<file path="src/hdc_pkg.sv">
package hdc_pkg;

    // datapath sizes
    localparam int HV_WIDTH         = 64;
    localparam int MEM_DEPTH        = 512;
    localparam int ADDR_WIDTH       = 9;
    localparam int THREADS          = 5;
    localparam int THREAD_IDX_WIDTH = 3;
    localparam int ROT_WIDTH        = 6;

    // flag positions in the 7-bit opcode field (word bits 14..8)
    // load when the address flag is set, perm-set otherwise
    localparam int FLAG_LOAD_PSET = 6;
    localparam int FLAG_PERM_GET  = 5;
    localparam int FLAG_XOR       = 4;
    localparam int FLAG_STORE     = 3;
    localparam int FLAG_LAST      = 2;
    localparam int FLAG_MOVE      = 1;

    typedef logic [HV_WIDTH-1:0]         hv_t;
    typedef logic [THREAD_IDX_WIDTH-1:0] thread_idx_t;

    // thread index while no instruction is flowing
    // wraps to thread 0 on the next strobe
    localparam thread_idx_t THREAD_IDLE = '1;

    // opcode view of an instruction word
    // operand bits 9 and 8 share wires with the move and sign flags,
    // so only the low byte is a field of its own
    typedef struct packed {
        logic       need_addr;
        logic [6:0] flags;
        logic [7:0] operand;
    } hdc_op_word_t;

    // write-back view, marked by bits 15 and 13
    typedef struct packed {
        logic                  mark_hi;
        logic                  rsvd_hi;
        logic                  mark_lo;
        logic [3:0]            rsvd_lo;
        logic [ADDR_WIDTH-1:0] addr;
    } hdc_wb_word_t;

    typedef union packed {
        hdc_op_word_t op;
        hdc_wb_word_t wb;
    } hdc_inst_t;

    typedef enum logic [2:0] {
        OP_NOP,
        OP_LOAD,
        OP_PERM_SET,
        OP_PERM_GET,
        OP_XOR,
        OP_STORE,
        OP_LAST,
        OP_MOVE
    } hdc_op_e;

    // one decoded operation toward the execution unit
    typedef struct packed {
        hdc_op_e              op;
        logic [ROT_WIDTH-1:0] rot;
        thread_idx_t          thread;
    } hdc_issue_t;

    // memory write request
    typedef struct packed {
        logic                  en;
        logic [ADDR_WIDTH-1:0] addr;
        hv_t                   data;
    } hdc_wr_req_t;

endpackage
</file>
<file path="src/hdc_exec_unit.sv">
module hdc_exec_unit (
    input  logic                clk,
    input  logic                rst_n,
    input  logic                run,
    input  logic                exec,
    input  hdc_pkg::hdc_issue_t issue,
    input  hdc_pkg::hv_t        rd_data,
    output hdc_pkg::hv_t        wb_data,
    output logic                store,
    output hdc_pkg::hv_t        core_result,
    output logic                last
);
    import hdc_pkg::*;

    // per-thread working and operand registers
    hv_t                   reg_a [THREADS];
    hv_t                   reg_b [THREADS];

    hv_t                   cur_a;
    hv_t                   cur_b;
    logic                  thread_ok;
    logic                  clear;

    hv_t                   perm_src;
    logic [ROT_WIDTH-1:0]  perm_amt;
    logic [2*HV_WIDTH-1:0] perm_dbl;
    hv_t                   perm_rot;

    hv_t                   buff;

    assign clear     = !rst_n || !run;
    assign thread_ok = (issue.thread < THREADS);

    // selected thread, zero while idle
    always_comb begin
        cur_a = '0;
        cur_b = '0;
        if (thread_ok) begin
            cur_a = reg_a[issue.thread];
            cur_b = reg_b[issue.thread];
        end
    end

    assign wb_data = cur_b;

    // rotate left, top half of the doubled word
    assign perm_dbl = {perm_src, perm_src} << perm_amt;
    assign perm_rot = perm_dbl[2*HV_WIDTH-1 -: HV_WIDTH];

    always_ff @(posedge clk) begin
        if (clear) begin
            for (int i = 0; i < THREADS; i++) begin
                reg_a[i] <= '0;
                reg_b[i] <= '0;
            end
        end else if (exec && thread_ok) begin
            case (issue.op)
                OP_LOAD: begin
                    reg_b[issue.thread] <= rd_data;
                end
                OP_PERM_GET: begin
                    reg_b[issue.thread] <= perm_rot;
                end
                OP_XOR: begin
                    reg_b[issue.thread] <= cur_a ^ cur_b;
                end
                OP_MOVE: begin
                    reg_a[issue.thread] <= cur_b;
                end
                default: begin
                end
            endcase
        end
    end

    // store pulse, sticky last and the captured permute source
    always_ff @(posedge clk) begin
        if (clear) begin
            store    <= 1'b0;
            last     <= 1'b0;
            perm_src <= '0;
            perm_amt <= '0;
        end else if (!exec) begin
            store <= 1'b0;
            last  <= 1'b0;
        end else begin
            store <= (issue.op == OP_STORE);
            if (issue.op == OP_LAST) begin
                last <= 1'b1;
            end
            // shared between threads, held until the next perm-set
            if (issue.op == OP_PERM_SET) begin
                perm_src <= cur_b;
                perm_amt <= issue.rot;
            end
        end
    end

    always_ff @(posedge clk) begin
        if (exec && (issue.op == OP_STORE)) begin
            buff <= cur_b;
        end
    end

    // result bus only carries data during the store pulse
    assign core_result = store ? buff : '0;

    a_quiet_when_stopped: assert property (
        @(posedge clk) disable iff (!rst_n)
        !run |=> !store && !last
    );

    // decoder only issues real operations to existing threads
    a_thread_in_range: assert property (
        @(posedge clk) disable iff (!rst_n)
        issue.op != OP_NOP |-> issue.thread < THREADS
    );

endmodule

</file>
<file path="config.mk">
export PLATFORM = sky130hd
export DESIGN_NAME = hdc_exec_unit
export DESIGN_NICKNAME = d
export VERILOG_FILES = /design/src/hdc_pkg.sv /design/src/hdc_exec_unit.sv
export SDC_FILE = /design/constraint.sdc
export NUM_CORES = 2
export LEC_CHECK = 0
export ABC_AREA = 0
export BUFFER_PORTS_ARGS = -buffer_cell sky130_fd_sc_hd__buf_2
export CELL_PAD_IN_SITES_DETAIL_PLACEMENT = 1
export CELL_PAD_IN_SITES_GLOBAL_PLACEMENT = 2
export CORE_MARGIN = 8
export CORE_UTILIZATION = 42
export CTS_CLUSTER_SIZE = 40
export DETAILED_ROUTE_END_ITERATION = 10
export PLACE_DENSITY = 0.78
export SETUP_SLACK_MARGIN = 0.2
export SYNTH_ARGS = -nofsm -noshare
export SYNTH_HDL_FRONTEND = slang
export SYNTH_SLANG_ARGS = --single-unit
</file>
<file path="constraint.sdc">
create_clock -name clk -period 6 [get_ports clk]
set_input_delay 1.8 -clock clk [delete_from_list [all_inputs] [get_ports clk]]
set_output_delay 1.8 -clock clk [all_outputs]
set_load 0.02 [all_outputs]
</file>
==> summary.txt <==
Power and ir drop
  • PwrDens: 273.2 mW/mm2
  • Static leakage: around 0.018 uW
  • Internal Power: around 9400 uW
  • P_sw: between 3000 and 4000 uW
  • Peak supply drop: 237.6 uV
  • Seq pwr share: 0.488
  • Clock power frac: 0.412
  • Switch share: 0.2569
  • Comb power frac: 0.100

Timing
  • Slew margin rel.: 0.01920
  • Setup violations, final: 0
  • Worst slew pin tran: 1.471 ns
  • Hold WS: between 0.4 and 0.5 ns
  • RSZ-0062 raised after global routing: no
  • Endpoints failing hold: 0
  • Final cycle utilization of the critical path: 0.9438
  • Worst Skew: ~0.034 ns
  • TNS Setup: 0 ns
  • Max frequency: between 150 and 200 MHz
  • Final min period: 5.663 ns
  • Final max-slew violation count: 0

Finish
  • Sequential standard cell area: 0.02260 mm2
  • Fill count: a little under 10k
  • Post-route insts no fill: 4917
  • Area of the multi-input gates: 0.01643 mm2
  • Area growth from synthesis to layout: 14.93%
  • # nets final: between 3k and 4k
  • Fin util: 0.4872
  • Design area: 0.04636 mm2
  • Share of layout cells above drive strength 1: 0.2288

Setup path
  • Setup Crit Path Kind: primary input to output port
  • Crit-path slowest cell: buf_4
  • Crit-path cells: buf_6 > buf_4 > a21oi_1 > o22ai_1 > inv_1 > buf_2
  • Worst setup EP type: output port
  • Peak per-stage delay on the critical path: approximately 0.65 ns
  • Critical path fanouts, max: 50
  • Arr. time, crit path: approximately 3.9 ns
  • WP data required: 4.20 ns
  • Crit start category: primary input

Global routing
  • Grt met1 use: 0.4212
  • Met2 Use GR: 0.5287
  • Overflow after GRT: 0
  • Met3 GRT Util: 0.06277
  • Pin count of the biggest net entering global routing: 70
  • Antenna violations before repair: 15
  • Vias in the first global route: around 33k
  • First-pass GRT wire length: 252400 um
  • GRT busiest layer: met2
  • Total global-route track usage: 0.3284

Clocking
  • Hold buffers post-CTS: 0
  • Clock transition at the registers of the reported paths: ~0.06 ns
  • CTS root buffer: clkbuf_16
  • TritonCTS clock tree: yes
  • CTS Buf Count: slightly below 90
  • Num Clock Sinks: around 780
  • Clock buffer depth: 3
  • Post-CTS setup buffers: 0
  • H-tree Lvls: 3
  • Skew-Pair Late Insertion Delay: about 0.7 ns
  • Post-CTS Resized: 0

Synth
  • Synth Warn #: 0
  • Commonest cells in the netlist: 704 x edfxtp_1, 631 x nor2_1, 294 x a21oi_1, 179 x mux2i_1, 171 x clkbuf_1
  • Synth unique cells: a little over 70
  • Cell count after synthesis: 3373
  • #FFs+latches synth: 776
  • Area contributors post-synth: edfxtp_1 52%, nor2_1 5.9%, mux4_2 5.2%
  • Post-synth top area cell: edfxtp_1
  • Netlist Area Pre-Place: 0.04034 mm2
  • Number of enable flip-flop cells after synthesis: 704
  • Post-Syn Nets: roughly 3.5k
  • Post-synth ARST share: 0
  • Yosys top cell area share: 0.5241
  • Synth Flop Type: edfxtp_1
  • Syn avg cell area: 11.96 um2
  • Top-count cell post-synth: edfxtp_1
  • Sequential share of the synthesized area: 0.5598

Placed design
  • Placer Congestion: a little under 1
  • # port buffers: 209
  • Detailed placer's ending HPWL: about 120000 um
  • Cell Area, Placed: between 0.04 and 0.05 mm2
  • Number of cells after detailed placement: 4754

Detailed routing
  • Final antenna-violating net count: 0
  • Drt wl/cell: roughly 37 um
  • Vias post-DR: around 32k
  • Routed wire length: 180200 um
  • Pre-antenna DRT Iters: 8
  • # DRC: 0
  • Post-DR vias/cell: between 6 and 7
  • Initial drt markers: 3887

Die
  • Core Region: around 0.095 mm2
  • Num ports: 210
  • Starting Density: 0.4239
  • Die Width: 325.9 um
  • Die Y: ~330 um
  • Die footprint: 0.1062 mm2
  • # rows: 113

Run
  • Max-cap viol count: 0

Run status
  • Status: completed

Hold path
  • Hold WC Path Type: flip-flop to flip-flop
## worst paths after layout
check / from / to / slack [ns] / depth (start not counted)
max: issue[2] / wb_data[23] / 0.34 / 6
min: perm_amt[5] / perm_amt[5] / 0.48 / 2
max reg2reg: perm_amt[1] / reg_b[2][6] / 1.78 / 6
min reg2reg: perm_amt[5] / perm_amt[5] / 0.48 / 2
## layout by cell type, fill, tap and decap left out, drive strengths merged, types with 5 or more instances in the layout
master / n
a31oi: 75
a222oi: 8
and2: 84
nor2b: 12
o2111ai: 6
dfxtp: 72
xor2: 53
a22oi: 61
and3b: 5
o21ai: 25
a32o: 10
buf: 395
mux2i: 180
nand2b: 50
mux4: 113
nor3: 6
mux2: 146
nand2: 130
inv: 74
clkinv: 32
a21oi: 294
a22o: 9
a211oi: 42
edfxtp: 704
nand3: 19
nor2: 631
a221oi: 42
o211ai: 6
o2bb2ai: 38
clkbuf: 120
and3: 5
a221o: 25
xnor2: 10
o22ai: 108
## sequential cells by signal (all words and copies together), names as in the netlist
register / cells
reg_b: 320
perm_amt: 6
store: 1
last: 1
buff: 64
reg_a: 320
perm_src: 64
## power by group through the flow
stage,Clock (uW),Sequential (uW),Combinational (uW)
2_1_floorplan,0,6260,662
3_3_place_gp,0,6270,1240
3_5_place_dp,0,6290,1260
4_1_cts,5260,6170,1260
5_1_grt,5430,6190,1310
6_report,5220,6180,1270
## cell families after synthesis
group,synth area share
AOI/OAI and AO/OA,0.1341
xor gates and xnor gates,0.01368
buffers and inverters,0.03778
DFF,0.5598
muxes,0.1512
and+or+nand+nor,0.1034
## metrics by stage
step	worst slack, ns	power, uW
detailed placement	0.3593	7541
finish	0.3372	12660
global placement	0.3063	7508
CTS	0.3726	12690
floorplan	0.6227	6918
global route	0.2921	12940
## layout make-up
cell class | count | share of cell area
tap | 1265 | 0.03414
antenna | 3 | 0.0001619
sequential | 776 | 0.4874
multi-input combinational | 2247 | 0.3544
clock inverter | 40 | 0.006909
timing repair buffer | 395 | 0.05957
inverter | 71 | 0.005749
clock buffer | 120 | 0.05163
## worst max-delay path, delay by kind of cell
kind | cells | cell delay (ns)
AOI/OAI and AO/OA | 2 | 0.64
buffers and inverters | 4 | 1.35
## layer usage
metal,vias to the layer above,share of wire
li1,13160,-
met1,16720,0.39
met2,1905,0.46
met3,402,0.085
met4,6,0.062
met5,-,0.00022
(Power assumes the default switching activity.)
