### config.mk
export PLATFORM = sky130hd
export DESIGN_NAME = hdc_inst_decoder
export DESIGN_NICKNAME = d
export VERILOG_FILES = /design/src/hdc_pkg.sv /design/src/hdc_inst_decoder.sv
export SDC_FILE = /design/constraint.sdc
export NUM_CORES = 1
export LEC_CHECK = 0
export ABC_AREA = 0
export BUFFER_PORTS_ARGS = -buffer_cell sky130_fd_sc_hd__buf_2
export CAP_MARGIN = 10
export CORE_MARGIN = 4
export CORE_UTILIZATION = 35
export CTS_BUF_LIST = sky130_fd_sc_hd__clkbuf_4 sky130_fd_sc_hd__clkbuf_8
export DETAILED_ROUTE_END_ITERATION = 7
export PLACE_DENSITY = 0.8
export SLEW_MARGIN = 20
export SYNTH_ARGS = -nofsm -noshare
export SYNTH_HDL_FRONTEND = slang
export SYNTH_SLANG_ARGS = --single-unit
### constraint.sdc
create_clock -name clk -period 2.55 [get_ports clk]
set_clock_uncertainty 0.2 [all_clocks]
set_input_delay 0.1275 -clock clk [delete_from_list [all_inputs] [get_ports clk]]
set_output_delay 0.1275 -clock clk [all_outputs]
set_load 0.1 [all_outputs]
### src/hdc_pkg.sv
package hdc_pkg;

    // datapath sizes
    localparam int HV_WIDTH         = 64;
    localparam int MEM_DEPTH        = 512;
    localparam int ADDR_WIDTH       = 9;
    localparam int THREADS          = 5;
    localparam int THREAD_IDX_WIDTH = 3;
    localparam int ROT_WIDTH        = 6;

    // flag positions in the 7-bit opcode field (word bits 14..8)
    // load when the address flag is set, perm-set otherwise
    localparam int FLAG_LOAD_PSET = 6;
    localparam int FLAG_PERM_GET  = 5;
    localparam int FLAG_XOR       = 4;
    localparam int FLAG_STORE     = 3;
    localparam int FLAG_LAST      = 2;
    localparam int FLAG_MOVE      = 1;

    typedef logic [HV_WIDTH-1:0]         hv_t;
    typedef logic [THREAD_IDX_WIDTH-1:0] thread_idx_t;

    // thread index while no instruction is flowing
    // wraps to thread 0 on the next strobe
    localparam thread_idx_t THREAD_IDLE = '1;

    // opcode view of an instruction word
    // operand bits 9 and 8 share wires with the move and sign flags,
    // so only the low byte is a field of its own
    typedef struct packed {
        logic       need_addr;
        logic [6:0] flags;
        logic [7:0] operand;
    } hdc_op_word_t;

    // write-back view, marked by bits 15 and 13
    typedef struct packed {
        logic                  mark_hi;
        logic                  rsvd_hi;
        logic                  mark_lo;
        logic [3:0]            rsvd_lo;
        logic [ADDR_WIDTH-1:0] addr;
    } hdc_wb_word_t;

    typedef union packed {
        hdc_op_word_t op;
        hdc_wb_word_t wb;
    } hdc_inst_t;

    typedef enum logic [2:0] {
        OP_NOP,
        OP_LOAD,
        OP_PERM_SET,
        OP_PERM_GET,
        OP_XOR,
        OP_STORE,
        OP_LAST,
        OP_MOVE
    } hdc_op_e;

    // one decoded operation toward the execution unit
    typedef struct packed {
        hdc_op_e              op;
        logic [ROT_WIDTH-1:0] rot;
        thread_idx_t          thread;
    } hdc_issue_t;

    // memory write request
    typedef struct packed {
        logic                  en;
        logic [ADDR_WIDTH-1:0] addr;
        hv_t                   data;
    } hdc_wr_req_t;

endpackage
### src/hdc_inst_decoder.sv
module hdc_inst_decoder (
    input  logic                 clk,
    input  logic                 rst_n,
    input  logic                 get_v,
    input  hdc_pkg::hdc_inst_t   get_d,
    output hdc_pkg::hdc_issue_t  issue,
    output hdc_pkg::hdc_wr_req_t wb_req
);
    import hdc_pkg::*;

    hdc_op_e               dec_op;
    logic                  is_wb;
    thread_idx_t           next_thread;

    hdc_op_e               op_q;
    thread_idx_t           thread_q;
    logic [ROT_WIDTH-1:0]  rot_q;
    logic                  wb_en_q;
    logic [ADDR_WIDTH-1:0] wb_addr_q;

    // wb.item is recognised before any opcode flag
    assign is_wb = get_d.wb.mark_hi & get_d.wb.mark_lo;

    // priority order load, perm-set, perm-get, xor, store, last, move
    always_comb begin
        dec_op = OP_NOP;
        if (get_d.op.need_addr) begin
            if (get_d.op.flags[FLAG_LOAD_PSET]) begin
                dec_op = OP_LOAD;
            end
        end else if (get_d.op.flags[FLAG_LOAD_PSET]) begin
            dec_op = OP_PERM_SET;
        end else if (get_d.op.flags[FLAG_PERM_GET]) begin
            dec_op = OP_PERM_GET;
        end else if (get_d.op.flags[FLAG_XOR]) begin
            dec_op = OP_XOR;
        end else if (get_d.op.flags[FLAG_STORE]) begin
            dec_op = OP_STORE;
        end else if (get_d.op.flags[FLAG_LAST]) begin
            dec_op = OP_LAST;
        end else if (get_d.op.flags[FLAG_MOVE]) begin
            dec_op = OP_MOVE;
        end
        // bit 8 alone stays a nop
    end

    // round robin over the threads, idle value rolls over to 0
    assign next_thread = (thread_q == THREAD_IDX_WIDTH'(THREADS - 1)) ? '0 : thread_q + 1'b1;

    always_ff @(posedge clk) begin
        if (!rst_n || !get_v) begin
            op_q     <= OP_NOP;
            thread_q <= THREAD_IDLE;
            wb_en_q  <= 1'b0;
        end else begin
            op_q     <= is_wb ? OP_NOP : dec_op;
            thread_q <= next_thread;
            wb_en_q  <= is_wb;
        end
    end

    // operand fields, only meaningful alongside op_q / wb_en_q
    always_ff @(posedge clk) begin
        rot_q     <= get_d.op.operand[ROT_WIDTH-1:0];
        wb_addr_q <= get_d.wb.addr;
    end

    assign issue = '{op: op_q, rot: rot_q, thread: thread_q};

    // data is filled in by the memory from the execution unit
    assign wb_req = '{en: wb_en_q, addr: wb_addr_q, data: '0};

    // back-to-back write-backs need back-to-back strobes
    a_wb_needs_strobes: assert property (
        @(posedge clk) disable iff (!rst_n)
        wb_req.en && $past(wb_req.en) |-> $past(get_v, 1) && $past(get_v, 2)
    );

endmodule

==> results of run 1 <==
==> sequential cells by signal, summed over array words and instances, names as in the netlist <==
signal,flops
op_q,3
thread_q,3
wb_addr_q,9
wb_en_q,1
==> worst max-delay path by stage <==
stage                           start                     end  depth (start not counted)
2_1_floorplan  thread_q[0]$_SDFF_PP1_  thread_q[1]$_SDFF_PP1_                          3
5_1_grt                     get_d[11]      op_q[1]$_SDFF_PP0_                          7
3_3_place_gp   thread_q[0]$_SDFF_PP1_  thread_q[1]$_SDFF_PP1_                          3
6_report                    get_d[11]      op_q[1]$_SDFF_PP0_                          7
3_5_place_dp   thread_q[0]$_SDFF_PP1_  thread_q[1]$_SDFF_PP1_                          3
4_1_cts                     get_d[11]      op_q[1]$_SDFF_PP0_                          7
==> per-stage QoR <==
| step | setup slack [ns] | utilization (%) | cell area, um2 | power [mW] | hold WS (ns) |
|---|---|---|---|---|---|
| after floorplan | 0.654 | - | 1250 | 0.908 | -0.0448 |
| after global placement | 1.36 | 34.8 | 960 | 0.859 | 0.0297 |
| after detailed placement | 1.33 | 34.8 | 960 | 0.861 | 0.0311 |
| after CTS | 0.436 | 43.7 | 1210 | 1.05 | 0.0388 |
| after global routing | 0.297 | 43.7 | 1210 | 1.08 | 0.0695 |
| final | 0.359 | 43.7 | 1210 | 1.05 | 0.0403 |
==> where the power goes <==
group          internal, mW  switching [mW]  total, mW
clock                0.0869          0.0796      0.166
combinational        0.0480           0.566      0.614
sequential            0.263         0.00499      0.267
total                 0.397           0.651       1.05
==> cell families after synthesis <==
| family | count (synthesis) |
|---|---|
| buffers and inverters | 74 |
| flip-flops | 16 |
| AND/OR/NAND/NOR | 13 |
| AO/OA/AOI/OAI | 9 |
| adder cells (fa/ha/maj) | 2 |
| other | 1 |
==> layer usage <==
| layer | up-vias | wire, um | GRT usage [%] |
|---|---|---|---|
| li1 | 337 | - | - |
| met1 | 312 | 486 | 6.36 |
| met2 | 64 | 1140 | 16.6 |
| met3 | 8 | 253 | 0.826 |
| met4 | 0 | 96 | 9.09 |
| met5 | - | 0 | 0 |
==> area by class of cell <==
| type | count | area (um2) | area share (%) |
|---|---|---|---|
| clock buffers | 4 | 36.3 | 3.01 |
| inverters | 3 | 11.3 | 0.934 |
| multi-input cells | 88 | 389 | 32.3 |
| flip-flops and latches | 16 | 320 | 26.6 |
| well taps | 31 | 38.8 | 3.22 |
| repair buffers | 61 | 410 | 34.0 |
==> what timing repair did <==
| action | 4_1_cts | 5_1_grt |
|---|---|---|
| buffers inserted | 0 | 0 |
| gates resized for setup | 0 | 0 |
| hold endpoints to repair | 16 | 0 |
| hold buffers | 21 | 0 |
==> placed cells by master, fill, tap and decap left out, drive strengths merged <==
| cell type | n |
|---|---|
| o31ai | 1 |
| a21o | 1 |
| nand2 | 3 |
| dlygate4sd3 | 21 |
| nor2b | 1 |
| or2 | 3 |
| nor4 | 2 |
| o21ai | 3 |
| dfxtp | 16 |
| buf | 40 |
| a21oi | 4 |
| clkbuf | 4 |
| inv | 3 |
| nor3 | 1 |
| conb | 64 |
| ha | 2 |
| nor2 | 3 |
==> worst register-to-register path, stage by stage (launching register included) <==
cell	delay, ns
dfxtp_1	0.38
inv_1	0.05
ha_1	0.27
or2_1	0.22
==> flow_summary.toml, run 1 <==
[synthesis]
synth_area_leaders = "buf_4 52%, dfxtp_1 31%, ha_1 2.5%, a21oi_1 2.0%, or2_1 1.8%"
yosys_most_used_dff = "dfxtp_1"
synth_top_family_by_area = "buffers and inverters"
yosysMostFrequentCell = "buf_4"
synth_top_area_share_pct = 52.4
synth_top_area_cell = "buf_4"
syn_area_mm2 = 0.00102
ys_warn_count = 0
synth-adder-area-share_pct = 2.46
synthTopCellsByCount = "71 x buf_4, 16 x dfxtp_1, 4 x a21oi_1"
syn_avg_cell_area_um2 = 8.85
seq_area_frac_synth_pct = 31.5
synthArstFlopShare_pct = 0
synth_cell_type_count = 17
synth-simple-area-share_pct = 7.26
ys_ff_latch = 16
synth_cells = 115
synth_edf_count = 0
synth_compound_area_share_pct = 4.92
synth.area.mux_share_pct = 0
synth_xor_area_share_pct = 0

[grt]
antenna_found_initial = 0
grt_remaining_overflow = 0
grt_pass1_wl_um = 2210
grt.total_usage_pct = 8.32
grt_pass1_vias = 536
grt_max_degree = 10

[power]
max-vdd-ir-drop_uv = 457
cellLeakagePower_nw = 0.697
p_per_area_mw_per_mm2 = 869

[job]
max_cap_viol_count = 0

[critical_path]
cp_cell_sequence = "dlygate4sd3_1 -> buf_2 -> nor2_1 -> dlygate4sd3_1 -> o21ai_0 -> dlygate4sd3_1 -> a21oi_1"
reg2reg_slack_ns = 1.33
slowest_stage = "dlygate4sd3_1"
worstReg2RegStart = "thread_q[0]$_SDFF_PP1_"
path_delay_family = "buffers and inverters"
r2r_end = "thread_q[1]$_SDFF_PP1_"
slowest_delay_ns = 0.57
endpoint_kind = "flop"
worstSetupStartpointType = "input pin"
crit_buf_inv = 4
critPathKind = "input pin to flop"
crit_fanout = 3
ff2ff_path_depth = 3
worstPathArrival_ns = 2.21
required_ns = 2.57
crit_path_frequent_cell = "dlygate4sd3_1"

[clocking]
clk_pin_slew_ns = 0.09
cts_max_level = 1
clock_sinks = 16
clock-root-buffer = "clkbuf_4"
clk_latency_ns = 0.28
cts_tree = "done"
numCtsBuffers = 3
clk_path_buf_depth = 2

[placed_design]
dp_cells = 178
hpwl_um = 1370
place_congestion = 0.635
io_buffer_count = 40

[finish]
antenna_cells = 0
num-fill-cells = 273
final_cell_count_no_fill = 203
layout.nets = 194
drive_gt1_share_pct = 26.7
area_growth_pct = 18.6

[timing]
setup_viol = 0
fin_crit_sh_pct = 85.9
hold_viol_final = 0
post-route-min-period_ns = 2.19
max_freq_mhz = 457
rsz0062_at_grt = "no"
setup_total_negative_slack_ns = 0
slew_viol_final = 0

[floorplan]
dieArea_mm2 = 0.00383
io-pin-count = 105
coreArea_mm2 = 0.00276
fp-row-count = 19
fp.dieH_um = 61.9
die_x_um = 61.9
start_util_pct = 36.9

[detailed_routing]
drt_iter0_drc = 12
vias_per_cell = 3.55
drc = 0
routed_wl_um = 1980
drtPass1Iterations = 4
drtAntennaViolNets = 0
via_count = 721
wl_per_cell_um = 9.75

[worst_hold_path]
min_to = "op_q[1]$_SDFF_PP0_"
hold_start = "rst_n"
min_path_type = "input pin to flop"
hold_path_depth = 4

[run_status]
outcome = "completed"
(Power assumes the default switching activity.)
==> inputs of run 2 (changes only) <==
- CTS_BUF_LIST: sky130_fd_sc_hd__clkbuf_4 sky130_fd_sc_hd__clkbuf_8 -> sky130_fd_sc_hd__clkbuf_4
==> run 2 against run 1 <==
  * First-iteration DRC count decreased by 25%
  * Setup slack got worse by 0.0020 ns
  * Fmax about the same
  * Critical endpoint unchanged
  * Largest power group unchanged
==> flow_summary.toml, run 2 (synthesis results as in run 1) <==
[run_status]
outcome = "completed"

[critical_path]
worstPathArrival_ns = 2.21
required_ns = 2.57
crit_buf_inv = 4
slowest_stage = "dlygate4sd3_1"
endpoint_kind = "flop"
path_delay_family = "buffers and inverters"
crit_path_frequent_cell = "dlygate4sd3_1"
cp_cell_sequence = "dlygate4sd3_1 -> buf_2 -> nor2_1 -> dlygate4sd3_1 -> o21ai_0 -> dlygate4sd3_1 -> a21oi_1"
critPathKind = "input pin to flop"
worstSetupStartpointType = "input pin"
slowest_delay_ns = 0.57
crit_fanout = 3

[grt]
grt_max_degree = 10
grt_pass1_wl_um = 2200
grt_pass1_vias = 536
grt_remaining_overflow = 0
grt.total_usage_pct = 8.20
antenna_found_initial = 0

[detailed_routing]
via_count = 720
drc = 0
drtPass1Iterations = 4
wl_per_cell_um = 9.78
drt_iter0_drc = 9
vias_per_cell = 3.55
drtAntennaViolNets = 0
routed_wl_um = 1990

[finish]
regMostFlops = "wb_addr_q"
mostFrequentLayoutCells = "64 x conb_1, 40 x buf_2, 21 x dlygate4sd3_1, 16 x dfxtp_1, 4 x a21oi_1"
drive_gt1_share_pct = 26.2
reg_top3 = "wb_addr_q x9, op_q x3, thread_q x3"
largest_register_ffs = 9
layout.nets = 194
antenna_cells = 0
area_growth_pct = 17.6
final_common_cell = "conb_1"

[timing]
hold_viol_final = 0
slew_viol_final = 0
setup_total_negative_slack_ns = 0
max_freq_mhz = 456
post-route-min-period_ns = 2.19
fin_ws_ns = 0.357
fin_crit_sh_pct = 86.0
setup_viol = 0
rsz0062_at_grt = "no"

[clocking]
cts_max_level = 1
clock_sinks = 16
cts_resized = 0
clk_latency_ns = 0.28
cts_tree = "done"
clk_path_buf_depth = 2
clock-root-buffer = "clkbuf_4"
clk_pin_slew_ns = 0.09
post-cts-setup-buffers = 0
postCtsHoldBufs = 21
numCtsBuffers = 3

[floorplan]
fp-row-count = 19
io-pin-count = 105
fp.dieH_um = 61.9
die_x_um = 61.9
dieArea_mm2 = 0.00383
coreArea_mm2 = 0.00276
start_util_pct = 36.9

[power]
max-vdd-ir-drop_uv = 457
p_per_area_mw_per_mm2 = 850
cellLeakagePower_nw = 0.691

[job]
max_cap_viol_count = 0

[placed_design]
place_congestion = 0.635
io_buffer_count = 40
hpwl_um = 1370
pre_cts_slack_ns = 1.33

[worst_hold_path]
min_path_type = "input pin to flop"
-- run 2: per-stage QoR --
stage	hold WS, ns	total power [mW]	cells	utilization (%)	instance area, um2
finish	0.0424	1.02	203	43.4	1200
floorplan	-0.0448	0.908	178	-	1250
detailed placement	0.0311	0.861	178	34.8	960
global route	0.0721	1.05	203	43.4	1200
CTS	0.0429	1.02	203	43.4	1200
global placement	0.0297	0.859	178	34.8	960
-- run 2: path summary, 6_finish.rpt --
path	startpoint	end	slack, ns	cells after the start
max	get_d[11]	op_q[1]$_SDFF_PP0_	0.36	7
min	rst_n	op_q[1]$_SDFF_PP0_	0.04	4
max reg2reg	thread_q[0]$_SDFF_PP1_	thread_q[1]$_SDFF_PP1_	1.33	3
min reg2reg	thread_q[2]$_SDFF_PP1_	thread_q[2]$_SDFF_PP1_	0.31	2
-- run 2: routing by layer --
layer / GRT usage [%] / wire length [um] / vias up
li1: - / - / 336
met1: 6.36 / 495 / 312
met2: 16.6 / 1140 / 64
met3: 0.826 / 253 / 8
met4: 8.18 / 96 / 0
met5: 0 / 0 / -
-- run 2: tightest hold or removal path: stages --
cell and delay (ns):
buf_2 0.10, nand2_2 0.08, or2_1 0.13, a21oi_1 0.04
-- run 2: area by class of cell --
class                      instances  area (um2)
fill                             274        1560
clock inverter                     1        3.75
clock buffer                       3        22.5
tap                               31        38.8
sequential                        16         320
inverter                           3        11.3
timing repair buffer              61         410
multi-input combinational         88         389
-- run 2: power by group --
part	switching [mW]	internal [mW]
Clock	0.0783	0.0567
Combinational	0.566	0.0480
Sequential	0.00497	0.263
